`config.mk`:
```
export PLATFORM = sky130hd
export DESIGN_NAME = s1c88
export DESIGN_NICKNAME = d
export VERILOG_FILES = /design/src/rtl/s1c88_arch_pkg.sv /design/src/rtl/s1c88_micro_pkg.sv /design/src/rtl/s1c88_microcode_rom.sv /design/src/rtl/s1c88_sequencer.sv /design/src/rtl/s1c88_alu.sv /design/src/rtl/s1c88_execute.sv /design/src/rtl/s1c88_bus_unit.sv /design/src/rtl/s1c88.sv
export SDC_FILE = /design/constraint.sdc
export NUM_CORES = 1
export LEC_CHECK = 0
export ABC_AREA = 1
export BUFFER_PORTS_ARGS = -buffer_cell sky130_fd_sc_hd__buf_2
export CORE_MARGIN = 8
export CORE_UTILIZATION = 40
export DETAILED_ROUTE_END_ITERATION = 10
export PLACE_DENSITY_LB_ADDON = 0.08
export SLEW_MARGIN = 20
export SYNTH_ARGS = -nofsm -noshare
export SYNTH_HDL_FRONTEND = slang
export SYNTH_HIERARCHICAL = 1
export SYNTH_SLANG_ARGS = --single-unit
```
`constraint.sdc`:
```
create_clock -name clk -period 6.42 [get_ports clk]
set_input_delay 1.284 -clock clk [delete_from_list [all_inputs] [get_ports clk]]
set_output_delay 1.284 -clock clk [all_outputs]
set_load 0.02 [all_outputs]
```
`src/rtl/s1c88_arch_pkg.sv`:
```
`default_nettype none

package s1c88_arch_pkg;

    // opcode values follow the S1C88 opcode map for the kept instructions
    typedef enum logic [7:0] {
        OP_ADD_A_B     = 8'h01,
        OP_SUB_A_B     = 8'h11,
        OP_AND_A_B     = 8'h21,
        OP_OR_A_B      = 8'h29,
        OP_XOR_A_B     = 8'h39,
        OP_LD_A_MHL    = 8'h45,
        OP_LD_MHL_A    = 8'h78,
        OP_INC_A       = 8'h80,
        OP_LD_A_IMM    = 8'hB0,
        OP_LD_B_IMM    = 8'hB1,
        OP_LD_HL_IMM16 = 8'hC5,
        OP_JRS_C       = 8'hE4,
        OP_JRS_NC      = 8'hE5,
        OP_JRS_Z       = 8'hE6,
        OP_JRS_NZ      = 8'hE7,
        OP_JRS         = 8'hF1,
        OP_NOP         = 8'hFF
    } opcode_t;

    // register selector shared by move sources, move destinations and bus transfers
    typedef enum logic [3:0] {
        R_NONE  = 4'h0,
        R_A     = 4'h1,
        R_B     = 4'h2,
        R_BA    = 4'h3,
        R_H     = 4'h4,
        R_L     = 4'h5,
        R_HL    = 4'h6,
        R_PC    = 4'h7,
        R_DATA  = 4'h8,
        R_IMML  = 4'h9,
        R_IMMH  = 4'hA,
        R_IMM   = 4'hB,
        R_ALU_A = 4'hC,
        R_ALU_B = 4'hD,
        R_ALU_R = 4'hE
    } reg_id_t;

    typedef enum logic [2:0] {
        ALU_ADD = 3'd0,
        ALU_SUB = 3'd1,
        ALU_AND = 3'd2,
        ALU_OR  = 3'd3,
        ALU_XOR = 3'd4,
        ALU_INC = 3'd5
    } alu_op_t;

    // flag positions inside SC
    localparam int FLAG_Z = 0;
    localparam int FLAG_C = 1;
    localparam int FLAG_V = 2;
    localparam int FLAG_N = 3;

    localparam logic [7:0] SC_RESET = 8'hC0;

    typedef enum logic [1:0] {
        BS_IDLE      = 2'd0,
        BS_IRQ_READ  = 2'd1,
        BS_MEM_WRITE = 2'd2,
        BS_MEM_READ  = 2'd3
    } bus_status_t;

endpackage

`default_nettype wire

```
`src/rtl/s1c88_micro_pkg.sv`:
```
`default_nettype none

package s1c88_micro_pkg;

    import s1c88_arch_pkg::*;

    typedef enum logic [1:0] {
        MT_MISC = 2'd0,
        MT_BUS  = 2'd1,
        MT_JMP  = 2'd2
    } micro_type_t;

    typedef enum logic [1:0] {
        AM_HL  = 2'd0,
        AM_IMM = 2'd1
    } addr_mode_t;

    typedef enum logic [2:0] {
        COND_ALWAYS = 3'd0,
        COND_C      = 3'd1,
        COND_NC     = 3'd2,
        COND_Z      = 3'd3,
        COND_NZ     = 3'd4
    } cond_t;

    // fields common to every view of the micro word sit in bits 31 down to 25
    typedef struct packed {
        micro_type_t mtype;
        logic        done;
        alu_op_t     alu_op;
        logic        flag_we;
    } micro_head_t;

    typedef struct packed {
        micro_head_t head;
        reg_id_t     dst;
        reg_id_t     src;
        logic [16:0] spare;
    } micro_misc_t;

    typedef struct packed {
        micro_head_t head;
        reg_id_t     rid;
        addr_mode_t  mode;
        logic        wr;
        logic [17:0] spare;
    } micro_bus_t;

    typedef struct packed {
        micro_head_t head;
        cond_t       cond;
        logic [21:0] spare;
    } micro_jmp_t;

    // the type field in the head selects which view applies
    typedef union packed {
        micro_misc_t misc;
        micro_bus_t  bus;
        micro_jmp_t  jmp;
    } micro_word_t;

endpackage

`default_nettype wire

```
`src/rtl/s1c88_microcode_rom.sv`:
```
`timescale 1ns/1ps
`default_nettype none

module s1c88_microcode_rom
    import s1c88_arch_pkg::*;
    import s1c88_micro_pkg::*;
#(
    parameter int MICRO_AW = 6
)
(
    input  opcode_t             opcode,
    input  logic [MICRO_AW-1:0] micro_addr,
    output logic [MICRO_AW-1:0] entry,
    output micro_word_t         word
);
    // first microaddress of each micro-program
    localparam int E_NOP      = 0;
    localparam int E_LD_A     = 1;
    localparam int E_LD_B     = 3;
    localparam int E_LD_HL    = 5;
    localparam int E_LD_A_MHL = 8;
    localparam int E_LD_MHL_A = 10;
    localparam int E_ADD      = 12;
    localparam int E_SUB      = 15;
    localparam int E_AND      = 18;
    localparam int E_OR       = 21;
    localparam int E_XOR      = 24;
    localparam int E_INC      = 27;
    localparam int E_JRS      = 29;
    localparam int E_JRS_C    = 32;
    localparam int E_JRS_NC   = 35;
    localparam int E_JRS_Z    = 38;
    localparam int E_JRS_NZ   = 41;

    function automatic micro_word_t misc_w(input reg_id_t dst, input reg_id_t src,
                                           input alu_op_t op, input logic flag_we,
                                           input logic done);
        micro_word_t w;
        w = '0;
        w.misc.head.mtype   = MT_MISC;
        w.misc.head.done    = done;
        w.misc.head.alu_op  = op;
        w.misc.head.flag_we = flag_we;
        w.misc.dst          = dst;
        w.misc.src          = src;
        return w;
    endfunction

    function automatic micro_word_t mov_w(input reg_id_t dst, input reg_id_t src);
        return misc_w(dst, src, ALU_ADD, 1'b0, 1'b0);
    endfunction

    function automatic micro_word_t bus_w(input reg_id_t rid, input addr_mode_t mode,
                                          input logic wr);
        micro_word_t w;
        w = '0;
        w.bus.head.mtype = MT_BUS;
        w.bus.rid        = rid;
        w.bus.mode       = mode;
        w.bus.wr         = wr;
        return w;
    endfunction

    function automatic micro_word_t jmp_w(input cond_t cond);
        micro_word_t w;
        w = '0;
        w.jmp.head.mtype = MT_JMP;
        w.jmp.cond       = cond;
        return w;
    endfunction

    always_comb
    begin
        case (opcode)
            OP_LD_A_IMM:    entry = MICRO_AW'(E_LD_A);
            OP_LD_B_IMM:    entry = MICRO_AW'(E_LD_B);
            OP_LD_HL_IMM16: entry = MICRO_AW'(E_LD_HL);
            OP_LD_A_MHL:    entry = MICRO_AW'(E_LD_A_MHL);
            OP_LD_MHL_A:    entry = MICRO_AW'(E_LD_MHL_A);
            OP_ADD_A_B:     entry = MICRO_AW'(E_ADD);
            OP_SUB_A_B:     entry = MICRO_AW'(E_SUB);
            OP_AND_A_B:     entry = MICRO_AW'(E_AND);
            OP_OR_A_B:      entry = MICRO_AW'(E_OR);
            OP_XOR_A_B:     entry = MICRO_AW'(E_XOR);
            OP_INC_A:       entry = MICRO_AW'(E_INC);
            OP_JRS:         entry = MICRO_AW'(E_JRS);
            OP_JRS_C:       entry = MICRO_AW'(E_JRS_C);
            OP_JRS_NC:      entry = MICRO_AW'(E_JRS_NC);
            OP_JRS_Z:       entry = MICRO_AW'(E_JRS_Z);
            OP_JRS_NZ:      entry = MICRO_AW'(E_JRS_NZ);
            default:        entry = MICRO_AW'(E_NOP);
        endcase
    end

    // a jump word has no done bit because a taken jump ends the instruction by itself
    always_comb
    begin
        case (int'(micro_addr))
            1:  word = mov_w(R_A, R_DATA);
            3:  word = mov_w(R_B, R_DATA);
            5:  word = mov_w(R_L, R_DATA);
            6:  word = mov_w(R_H, R_DATA);
            8:  word = bus_w(R_A, AM_HL, 1'b0);
            10: word = bus_w(R_A, AM_HL, 1'b1);
            12, 15, 18, 21, 24, 27:
                word = mov_w(R_ALU_A, R_A);
            13, 16, 19, 22, 25:
                word = mov_w(R_ALU_B, R_B);
            14: word = misc_w(R_A, R_ALU_R, ALU_ADD, 1'b1, 1'b1);
            17: word = misc_w(R_A, R_ALU_R, ALU_SUB, 1'b1, 1'b1);
            20: word = misc_w(R_A, R_ALU_R, ALU_AND, 1'b1, 1'b1);
            23: word = misc_w(R_A, R_ALU_R, ALU_OR, 1'b1, 1'b1);
            26: word = misc_w(R_A, R_ALU_R, ALU_XOR, 1'b1, 1'b1);
            28: word = misc_w(R_A, R_ALU_R, ALU_INC, 1'b1, 1'b1);
            29, 32, 35, 38, 41:
                word = mov_w(R_IMML, R_DATA);
            30: word = jmp_w(COND_ALWAYS);
            33: word = jmp_w(COND_C);
            36: word = jmp_w(COND_NC);
            39: word = jmp_w(COND_Z);
            42: word = jmp_w(COND_NZ);
            // the NOP entry and every closing step of a micro-program
            default:
                word = misc_w(R_NONE, R_NONE, ALU_ADD, 1'b0, 1'b1);
        endcase
    end

endmodule

`default_nettype wire

```
`src/rtl/s1c88_sequencer.sv`:
```
`timescale 1ns/1ps
`default_nettype none

module s1c88_sequencer
    import s1c88_arch_pkg::*;
    import s1c88_micro_pkg::*;
#(
    parameter int MICRO_AW = 6
)
(
    input  logic        clk,
    input  logic        reset,
    input  logic [7:0]  data_in,
    input  logic        jump_taken,
    output logic        phase,
    output logic        fetch,
    output logic        last_step,
    output micro_word_t micro_op
);
    logic [1:0]          hold_cnt;
    logic                running;
    opcode_t             opcode;
    logic [MICRO_AW-1:0] entry;
    logic [MICRO_AW-1:0] micro_pc;
    logic [MICRO_AW-1:0] micro_addr;

    // the machine cycle starts a couple of clocks after reset is released
    assign running = (hold_cnt == 2'd2);

    assign micro_addr = entry + micro_pc;
    assign last_step  = micro_op.misc.head.done;

    // the last step overlaps the next fetch, and so does a taken jump
    assign fetch = running && (last_step || jump_taken);

    s1c88_microcode_rom #(
        .MICRO_AW(MICRO_AW)
    ) microcode_rom (
        .opcode(opcode),
        .micro_addr(micro_addr),
        .entry(entry),
        .word(micro_op)
    );

    always_ff @(posedge clk or posedge reset)
    begin
        if (reset)
        begin
            hold_cnt <= 2'd0;
            phase    <= 1'b0;
            opcode   <= OP_NOP;
            micro_pc <= '0;
        end
        else if (!running)
        begin
            hold_cnt <= hold_cnt + 2'd1;
        end
        else
        begin
            phase <= !phase;
            // everything moves on at the end of the data clock
            if (phase)
            begin
                if (fetch)
                begin
                    opcode   <= opcode_t'(data_in);
                    micro_pc <= '0;
                end
                else
                begin
                    micro_pc <= micro_pc + 1'b1;
                end
            end
        end
    end

endmodule

`default_nettype wire

```
`src/rtl/s1c88_alu.sv`:
```
`timescale 1ns/1ps
`default_nettype none

module s1c88_alu
    import s1c88_arch_pkg::*;
(
    input  alu_op_t    op,
    input  logic [7:0] a,
    input  logic [7:0] b,
    output logic [7:0] result,
    output logic [3:0] flags
);
    // bit 8 holds the carry, or the borrow for a subtraction
    logic [8:0] sum;
    logic       overflow;

    always_comb
    begin
        overflow = 1'b0;
        case (op)
            ALU_ADD:
            begin
                sum      = {1'b0, a} + {1'b0, b};
                overflow = (a[7] == b[7]) && (sum[7] != a[7]);
            end
            ALU_SUB:
            begin
                sum      = {1'b0, a} - {1'b0, b};
                overflow = (a[7] != b[7]) && (sum[7] != a[7]);
            end
            ALU_AND: sum = {1'b0, a & b};
            ALU_OR:  sum = {1'b0, a | b};
            ALU_XOR: sum = {1'b0, a ^ b};
            ALU_INC:
            begin
                sum      = {1'b0, a} + 9'd1;
                overflow = (a == 8'h7F);
            end
            default: sum = {1'b0, a};
        endcase
    end

    assign result = sum[7:0];

    always_comb
    begin
        flags         = 4'd0;
        flags[FLAG_Z] = (sum[7:0] == 8'h00);
        flags[FLAG_C] = sum[8];
        flags[FLAG_V] = overflow;
        flags[FLAG_N] = sum[7];
    end

endmodule

`default_nettype wire

```
`src/rtl/s1c88_execute.sv`:
```
`timescale 1ns/1ps
`default_nettype none

module s1c88_execute
    import s1c88_arch_pkg::*;
    import s1c88_micro_pkg::*;
#(
    parameter logic [15:0] RESET_PC = 16'h0000
)
(
    input  logic        clk,
    input  logic        reset,
    input  logic        phase,
    input  logic        fetch,
    input  micro_word_t micro_op,
    input  logic [7:0]  data_in,
    output logic [15:0] pc,
    output logic [15:0] hl,
    output logic [15:0] imm,
    output logic [7:0]  wdata,
    output logic        jump_taken
);
    micro_head_t head;
    logic [15:0] ba;
    logic [7:0]  sc;
    logic [15:0] pc_q;
    logic [15:0] top_addr;
    logic [7:0]  imm_lo;
    logic [7:0]  imm_hi;
    logic [7:0]  alu_a;
    logic [7:0]  alu_b;
    logic [7:0]  alu_r;
    logic [3:0]  alu_flags;
    logic [15:0] src_val;
    logic [15:0] bus_val;
    logic [15:0] jump_dest;
    logic        imm_read;
    logic        cond_true;

    assign head = micro_op.misc.head;
    assign imm  = {imm_hi, imm_lo};

    function automatic logic [15:0] read_reg(input reg_id_t id);
        case (id)
            R_A:     return {8'h00, ba[7:0]};
            R_B:     return {8'h00, ba[15:8]};
            R_BA:    return ba;
            R_H:     return {8'h00, hl[15:8]};
            R_L:     return {8'h00, hl[7:0]};
            R_HL:    return hl;
            R_PC:    return pc_q;
            R_DATA:  return {8'h00, data_in};
            R_IMML:  return {8'h00, imm_lo};
            R_IMMH:  return {8'h00, imm_hi};
            R_IMM:   return {imm_hi, imm_lo};
            R_ALU_A: return {8'h00, alu_a};
            R_ALU_B: return {8'h00, alu_b};
            R_ALU_R: return {8'h00, alu_r};
            default: return 16'h0000;
        endcase
    endfunction

    task write_reg(input reg_id_t id, input logic [15:0] value);
        case (id)
            R_A:     ba[7:0]  <= value[7:0];
            R_B:     ba[15:8] <= value[7:0];
            R_BA:    ba       <= value;
            R_H:     hl[15:8] <= value[7:0];
            R_L:     hl[7:0]  <= value[7:0];
            R_HL:    hl       <= value;
            R_IMML:  imm_lo   <= value[7:0];
            R_IMMH:  imm_hi   <= value[7:0];
            R_IMM:   {imm_hi, imm_lo} <= value;
            R_ALU_A: alu_a    <= value[7:0];
            R_ALU_B: alu_b    <= value[7:0];
            default:
            begin
            end
        endcase
    endtask

    always_comb
    begin
        src_val = read_reg(micro_op.misc.src);
        bus_val = read_reg(micro_op.bus.rid);
    end

    assign wdata = bus_val[7:0];

    s1c88_alu alu (
        .op(head.alu_op),
        .a(alu_a),
        .b(alu_b),
        .result(alu_r),
        .flags(alu_flags)
    );

    always_comb
    begin
        case (micro_op.jmp.cond)
            COND_C:  cond_true = sc[FLAG_C];
            COND_NC: cond_true = !sc[FLAG_C];
            COND_Z:  cond_true = sc[FLAG_Z];
            COND_NZ: cond_true = !sc[FLAG_Z];
            default: cond_true = 1'b1;
        endcase
    end

    // the offset is relative to the opcode address plus the two instruction bytes
    assign jump_dest  = top_addr + 16'd2 + {{8{imm_lo[7]}}, imm_lo};
    assign jump_taken = (head.mtype == MT_JMP) && cond_true;
    assign pc         = jump_taken ? jump_dest : pc_q;

    // an immediate byte is read from the code stream at PC
    assign imm_read = (head.mtype == MT_MISC) && (micro_op.misc.src == R_DATA);

    always_ff @(posedge clk)
    begin
        if (phase)
        begin
            if (head.mtype == MT_MISC)
                write_reg(micro_op.misc.dst, src_val);
            else if (head.mtype == MT_BUS && !micro_op.bus.wr)
                write_reg(micro_op.bus.rid, {8'h00, data_in});
        end
    end

    always_ff @(posedge clk or posedge reset)
    begin
        if (reset)
        begin
            sc       <= SC_RESET;
            pc_q     <= RESET_PC;
            top_addr <= RESET_PC;
        end
        else if (phase)
        begin
            if (head.flag_we)
            begin
                case (head.alu_op)
                    ALU_AND, ALU_OR, ALU_XOR:
                    begin
                        sc[FLAG_Z] <= alu_flags[FLAG_Z];
                        sc[FLAG_N] <= alu_flags[FLAG_N];
                    end
                    ALU_ADD, ALU_SUB:
                    begin
                        sc[FLAG_Z] <= alu_flags[FLAG_Z];
                        sc[FLAG_C] <= alu_flags[FLAG_C];
                        sc[FLAG_V] <= alu_flags[FLAG_V];
                        sc[FLAG_N] <= alu_flags[FLAG_N];
                    end
                    ALU_INC: sc[FLAG_Z] <= alu_flags[FLAG_Z];
                    default:
                    begin
                    end
                endcase
            end

            // a fetch at a jump destination restarts the count from there
            if (fetch)
            begin
                top_addr <= pc;
                pc_q     <= pc + 16'd1;
            end
            else if (imm_read)
            begin
                pc_q <= pc_q + 16'd1;
            end
        end
    end

endmodule

`default_nettype wire

```
`src/rtl/s1c88_bus_unit.sv`:
```
`timescale 1ns/1ps
`default_nettype none

module s1c88_bus_unit
    import s1c88_arch_pkg::*;
    import s1c88_micro_pkg::*;
(
    input  logic        clk,
    input  logic        reset,
    input  logic        phase,
    input  logic        fetch,
    input  micro_word_t micro_op,
    input  logic [15:0] pc,
    input  logic [15:0] hl,
    input  logic [15:0] imm,
    input  logic [7:0]  wdata,
    output logic [23:0] address_out,
    output logic [7:0]  data_out,
    output bus_status_t bus_status,
    output logic        read,
    output logic        write,
    output logic        sync
);
    logic        code_read;
    logic        data_cycle;
    logic [15:0] data_addr;

    assign code_read  = fetch ||
        (micro_op.misc.head.mtype == MT_MISC && micro_op.misc.src == R_DATA);
    assign data_cycle = (micro_op.bus.head.mtype == MT_BUS);
    assign data_addr  = (micro_op.bus.mode == AM_IMM) ? imm : hl;

    always_ff @(posedge clk or posedge reset)
    begin
        if (reset)
        begin
            address_out <= '1;
            data_out    <= '1;
            bus_status  <= BS_IDLE;
            read        <= 1'b0;
            write       <= 1'b0;
            sync        <= 1'b0;
        end
        else if (!phase)
        begin
            // the address holds over idle cycles
            sync       <= fetch;
            read       <= 1'b0;
            write      <= 1'b0;
            bus_status <= BS_IDLE;
            if (code_read)
            begin
                address_out <= {9'd0, pc[14:0]};
                bus_status  <= BS_MEM_READ;
                read        <= 1'b1;
            end
            else if (data_cycle)
            begin
                address_out <= {8'd0, data_addr};
                if (micro_op.bus.wr)
                begin
                    bus_status <= BS_MEM_WRITE;
                    write      <= 1'b1;
                    data_out   <= wdata;
                end
                else
                begin
                    bus_status <= BS_MEM_READ;
                    read       <= 1'b1;
                end
            end
        end
        else
        begin
            // strobes drop on the edge where the memory data is taken
            read  <= 1'b0;
            write <= 1'b0;
        end
    end

endmodule

`default_nettype wire

```
`src/rtl/s1c88.sv`:
```
`timescale 1ns/1ps
`default_nettype none

module s1c88
    import s1c88_arch_pkg::*;
    import s1c88_micro_pkg::*;
#(
    parameter logic [15:0] RESET_PC = 16'h0100,
    parameter int          MICRO_AW = 6
)
(
    input  logic        clk,
    input  logic        reset,
    input  logic [7:0]  data_in,
    output logic [7:0]  data_out,
    output logic [23:0] address_out,
    output bus_status_t bus_status,
    output logic        read,
    output logic        write,
    output logic        sync
);
    logic        phase;
    logic        fetch;
    logic        last_step;
    logic        jump_taken;
    micro_word_t micro_op;
    logic [15:0] pc;
    logic [15:0] hl;
    logic [15:0] imm;
    logic [7:0]  wdata;

    s1c88_sequencer #(
        .MICRO_AW(MICRO_AW)
    ) sequencer (
        .clk(clk),
        .reset(reset),
        .data_in(data_in),
        .jump_taken(jump_taken),
        .phase(phase),
        .fetch(fetch),
        .last_step(last_step),
        .micro_op(micro_op)
    );

    s1c88_execute #(
        .RESET_PC(RESET_PC)
    ) execute (
        .clk(clk),
        .reset(reset),
        .phase(phase),
        .fetch(fetch),
        .micro_op(micro_op),
        .data_in(data_in),
        .pc(pc),
        .hl(hl),
        .imm(imm),
        .wdata(wdata),
        .jump_taken(jump_taken)
    );

    s1c88_bus_unit bus_unit (
        .clk(clk),
        .reset(reset),
        .phase(phase),
        .fetch(fetch),
        .micro_op(micro_op),
        .pc(pc),
        .hl(hl),
        .imm(imm),
        .wdata(wdata),
        .address_out(address_out),
        .data_out(data_out),
        .bus_status(bus_status),
        .read(read),
        .write(write),
        .sync(sync)
    );

endmodule

`default_nettype wire

```
==> metrics.cfg, run 1 <==
[global_route]
antenna_found_initial=0
grt_pass1_vias=11762
grt-ovfl-total=0
grt_start_max_net_pins=35
grt_util_all_layers_pct=24.99
grt_first_pass_wirelength_um=69860

[sta]
skew_ns=0.01892
setup_slack_ns=0.7291
grt_setup_unrepaired=no
clock.fmax_ghz=0.1757
hold_slack_ns=0.4655
setup_viol=0
tns_ns=0
worst_pin_slew_ns=1.009
slew_headroom_pct=32.35
fin_crit_sh_pct=88.64
slew_violations=0
period_minus_slack_ns=5.691
hold_viol_final=0

[routing]
first_pass_iters=5
wl_per_cell_um=20.09
wl_met2_um=20510
drc=0
final_antenna_net_count=0
routed.top_layer=met4
wl_met1_um=20650
first_iter_violations=1086
met3WireLength_um=2582
wirelength_um=45310
viasPerCell=5.415
via_count=12210

[logic_synthesis]
yosys_warnings=6
synth_area_mm2=0.01219
syn_nets=1872
synth.avg_cell_area_um2=6.808
synth_cells=1791

[die]
core_mm2=0.03027
io_pins=47
die_y_um=190.6
initial_core_util_pct=40.28
die_w_um=190.6
fp-row-count=64
dieArea_mm2=0.03632

[worst_setup_path]
critPathMaxStageDelay_ns=0.55
cp_common_cell=nand2_1
cp-start-kind=flip-flop
cp_max_fo=16
required_ns=6.75
end_kind=flip-flop
arrival_ns=6.02
criticalPathCategory=reg2reg
cpMaxStageDelayCell=dfstp_2

[cells_and_area]
drive_gt1_share_pct=11.30
syn_to_final_growth_pct=10.59
top_register=bus_unit/address_out
antenna_cells=0
nets=1927
largest_reg_flops=17

[run]
maxCapViolCount=0

[clocking]
numCtsBuffers=17
clockBufferDepth=2
clk_pin_slew_ns=0.07
clock_latency_ns=0.44
cts.root.buffer_cell=clkbuf_16
clock-sinks=145
cts_tree=done
h-tree-depth=4

[placed_design]
place_worst_setup_slack_ns=0.2721
gp_congestion=1.005
io_buffers=46
dp_hpwl_um=36330

[power_and_ir_drop]
ir_drop_uv=289.6
powerDensity_mw_per_mm2=564.4
p_leak_nw=6.921

[outcome]
outcome=complete, no violations

[hold_path]
min_path_type=reg2reg

## layer usage
| metal | vias up | GRT usage, % |
|---|---|---|
| li1 | 5938 | - |
| met1 | 5769 | 33.55 |
| met2 | 424 | 40.12 |
| met3 | 79 | 3.456 |
| met4 | 0 | 9.905 |
| met5 | - | 0 |
## what timing repair did
| action | 4_1_cts | 5_1_grt |
|---|---|---|
| setup endpoints to repair | 0 | 31 |
| setup buffers | 0 | 3 |
| hold buffers | 0 | 0 |
| gates resized for setup | 0 | 5 |
## cell usage in the layout, fill, tap and decap left out, types with 10 or more instances in the layout
cell type and instances:
a21oi_1 54, a221oi_1 23, a31oi_1 10, buf_2 46, buf_4 30, clkbuf_16 17
dfrtp_1 46, dfstp_2 35, edfxtp_1 64, ha_1 67, inv_1 267, inv_2 11
mux2i_1 17, nand2_1 588, nand2_2 12, nand3_1 166, nand3_2 10, nand4_1 17
nor2_1 162, o21ai_0 41, o22ai_1 45
## critical path: cells and delay by family, from the launching register on
kind | cells | cell delay [ns]
flops | 1 | 0.55
buf+inv | 8 | 0.82
compound gates | 3 | 0.45
fa+ha+maj | 4 | 1.27
simple gates | 24 | 2.49
## report_power, final
group	total [mW]	switching, mW	internal [mW]	leakage (nW)
combinational	4.99	3.54	1.45	5.12
sequential	1.63	0.145	1.49	1.52
clock	0.993	0.478	0.515	0.281
total	7.61	4.16	3.45	6.92
## layout make-up
cell class	count	area [um2]
clock inverter	15	143.9
tap	396	495.5
inverter	284	1074
clock buffer	17	425.4
sequential	145	3993
multi-input combinational	1322	6898
fill	3175	16780
timing repair buffer	76	455.4
## stage by stage
| step | std cells | instance area (um2) | total power [mW] | utilization, % |
|---|---|---|---|---|
| global route | 2255 | 13480 | 8.248 | 44.55 |
| CTS | 2252 | 13440 | 7.601 | 44.42 |
| floorplan | 1791 | 12190 | 5.067 | - |
| finish | 2255 | 13480 | 7.611 | 44.55 |
| detailed placement | 2220 | 12870 | 6.573 | 42.53 |
| global placement | 2220 | 12870 | 6.581 | 42.53 |
## final timing paths
kind | from | endpoint | cells after the start | slack (ns)
min | bus_unit/address_out[8] | bus_unit/address_out[8] | 2 | 0.47
max in group asynchronous | reset | sequencer/micro_pc[0] | 2 | 5.00
min reg2reg | bus_unit/address_out[8] | bus_unit/address_out[8] | 2 | 0.47
max reg2reg | sequencer/opcode[2] | execute/pc_q[12] | 39 | 0.73
min in group asynchronous | reset | bus_unit/bus_status[0] | 3 | 0.95
max | sequencer/opcode[2] | execute/pc_q[12] | 39 | 0.73
Power figures use the tool's default switching activity.
==> inputs of run 2 (changes only) <==
CAP_MARGIN = 0   (was unset)
CORE_UTILIZATION = 25   (was 40)
==> run 2 against run 1 <==
Clock skew fell by 0.0082 ns. Maximum frequency fell by 1.3%. Utilization fell by 16 points. Critical path depth fell by 4. Clock-buffer cell count rose by 7. Via count fell by 1.6%. Global-route usage fell by 7.2 points. Cell count rose by 10%. First-iteration DRC count fell by 8.6%. Combinational power fell by 0.8%. Clock power fell by 0.6%. Power fell by 0.62%.
==> metrics.cfg, run 2 (synthesis gave the netlist of run 1 again) <==
[cells_and_area]
post-route-util_pct=28.29  ; was 44.55%
mostFrequentLayoutCells=nand2_1, inv_1, nand3_1, nor2_1, ha_1  ; unchanged
finalInstanceArea_mm2=0.01373  ; was 0.01348 mm2
top_register=bus_unit/address_out  ; unchanged
largest_reg_flops=17  ; unchanged
antenna_cells=0  ; unchanged
nets=1927  ; unchanged
final_common_cell=nand2_1  ; unchanged
drive_gt1_share_pct=10.92  ; was 11.30%
syn_to_final_growth_pct=12.63  ; was 10.59%

[sta]
worst_pin_slew_ns=1.016  ; was 1.009 ns
period_minus_slack_ns=5.764  ; was 5.691 ns
grt_setup_unrepaired=no  ; unchanged
setup_viol=0  ; unchanged
skew_ns=0.01068  ; was 0.01892 ns
clock.fmax_ghz=0.1735  ; was 0.1757 GHz
slew_headroom_pct=32.30  ; was 32.35%
hold_viol_final=0  ; unchanged
slew_violations=0  ; unchanged
tns_ns=0  ; unchanged
fin_crit_sh_pct=89.78  ; was 88.64%

[clocking]
ctsHoldBuffers=0  ; unchanged
clock-sinks=145  ; unchanged
h-tree-depth=4  ; unchanged
cts_tree=done  ; unchanged
cts_setup_buffers=0  ; unchanged
clockBufferDepth=2  ; unchanged
clock_latency_ns=0.47  ; was 0.44 ns
numCtsBuffers=17  ; unchanged
clk_pin_slew_ns=0.07  ; about the same
cts.root.buffer_cell=clkbuf_16  ; unchanged
ctsResizeCount=0  ; unchanged

[outcome]
outcome=complete, no violations  ; unchanged

[placed_design]
dpl_cell_area_mm2=0.01317  ; was 0.01287 mm2
io_buffers=46  ; unchanged
dp_hpwl_um=40530  ; was 36,330 um
gp_congestion=0.9193  ; was 1.005

[power_and_ir_drop]
powerDensity_mw_per_mm2=550.8  ; was 564.4 mW/mm2
p_leak_nw=6.914  ; was 6.921 nW
clock_power_share_pct=13.0  ; about the same
seqPwrFrac_pct=21.5  ; was 21.4%
ir_drop_uv=492.2  ; was 289.6 uV
p_int_mw=3.464  ; was 3.452 mW
switching_share_pct=54.20  ; was 54.64%
pwr-share-comb_pct=65.5  ; about the same
total_power_mw=7.564  ; was 7.611 mW
switchingPower_mw=4.099  ; was 4.158 mW

[hold_path]
min_path_type=reg2reg  ; unchanged

[die]
dieArea_mm2=0.05610  ; was 0.03632 mm2
die_y_um=236.8  ; was 190.6 um
io_pins=47  ; unchanged
die_w_um=236.8  ; was 190.6 um
fp-row-count=81  ; was 64
initial_core_util_pct=25.12  ; was 40.28%
core_mm2=0.04855  ; was 0.03027 mm2

[worst_setup_path]
reg2reg_slack_ns=0.66  ; was 0.73 ns
regToRegStartpoint=sequencer/opcode[2]  ; unchanged
crit_start=sequencer/opcode[2]  ; unchanged
required_ns=6.79  ; was 6.75 ns
timing.rr.end=execute/pc_q[14]  ; was execute/pc_q[12]
criticalPathCategory=reg2reg  ; unchanged
arrival_ns=6.13  ; was 6.02 ns
cpMaxStageDelayCell=a22oi_1  ; was dfstp_2
cp-start-kind=flip-flop  ; unchanged
cp_common_cell=nand2_1  ; unchanged
rr_worst_depth=35  ; was 39
critPathMaxStageDelay_ns=0.62  ; was 0.55 ns
cp_max_fo=19  ; was 16
crit_end=execute/pc_q[14]  ; was execute/pc_q[12]
end_kind=flip-flop  ; unchanged

[routing]
final_antenna_net_count=0  ; unchanged
via_count=12016  ; was 12.21k
first_iter_violations=993  ; was 1,086
wirelength_um=49890  ; was 45,310 um
wl_per_cell_um=20.11  ; was 20.09 um
first_pass_iters=5  ; unchanged
viasPerCell=4.843  ; was 5.415
drc=0  ; unchanged

[run]
maxCapViolCount=0  ; unchanged

[global_route]
grt_util_all_layers_pct=17.76  ; was 24.99%
antenna_found_initial=0  ; unchanged
grt_first_pass_wirelength_um=75400  ; was 69,860 um
grt-ovfl-total=0  ; unchanged
grt_start_max_net_pins=35  ; unchanged
grt_pass1_vias=12013  ; was 11.76k

run 2: cell count changes in the layout (fill, tap and decap cells not counted), sizes merged:
cell,previous run,this run
inv,290,283
clkinvlp,0,2
clkinv,9,7
clkbuf,17,24
run 2: layout make-up:
class | instances | area, um2
inverters | 284 | 1074
repair buffers | 76 | 455.4
clock buffers | 24 | 513.0
clock inverters | 8 | 50.05
well taps | 622 | 778.2
multi-input cells | 1322 | 6870
flip-flops and latches | 145 | 3993
fillers | 5433 | 34810
run 2: worst min-delay path by stage:
stage / startpoint / end / slack (ns) / cells past startpoint
finish: bus_unit/address_out[14] / bus_unit/address_out[14] / 0.46 / 2
CTS: bus_unit/address_out[15] / bus_unit/address_out[15] / 0.47 / 2
detailed placement: bus_unit/address_out[14] / bus_unit/address_out[14] / 0.46 / 2
floorplan: sequencer/hold_cnt[0] / sequencer/hold_cnt[0] / 0.45 / 1
global placement: bus_unit/address_out[7] / bus_unit/address_out[7] / 0.45 / 2
global route: bus_unit/data_out[3] / bus_unit/data_out[3] / 0.48 / 2
run 2: layer usage:
metal  track usage [%]  up-vias  wire length, um
met4             7.171        0             1669
li1                  -     5941                -
met2             28.02      308            22260
met1             23.68     5689            23640
met3             3.325       78             2321
met5                 0        -                0
run 2: power by group through the flow:
stage / Sequential, mW / Clock, mW / Combinational [mW]
2_1_floorplan: 1.68 / 0 / 3.39
3_3_place_gp: 1.64 / 0 / 5.02
3_5_place_dp: 1.64 / 0 / 4.97
4_1_cts: 1.63 / 1.04 / 5.00
5_1_grt: 1.65 / 1.06 / 5.56
6_report: 1.62 / 0.987 / 4.95
run 2: worst max-delay path: cells and delay by family, from the launching register on:
kind	cells	cell delay (ns)
fa+ha+maj	3	0.81
xor+xnor	1	0.16
buf+inv	8	1.13
compound gates	3	0.84
flops	1	0.55
simple gates	20	2.16
run 2: metrics by stage:
stage / setup WS [ns] / std cells / hold WS, ns
2_1_floorplan: 0.9295 / 1791 / 0.4465
6_report: 0.6562 / 2481 / 0.4642
4_1_cts: 0.4844 / 2481 / 0.4697
3_5_place_dp: 0.5066 / 2449 / 0.4573
3_3_place_gp: 0.6460 / 2449 / 0.4547
5_1_grt: 0.03832 / 2481 / 0.4811
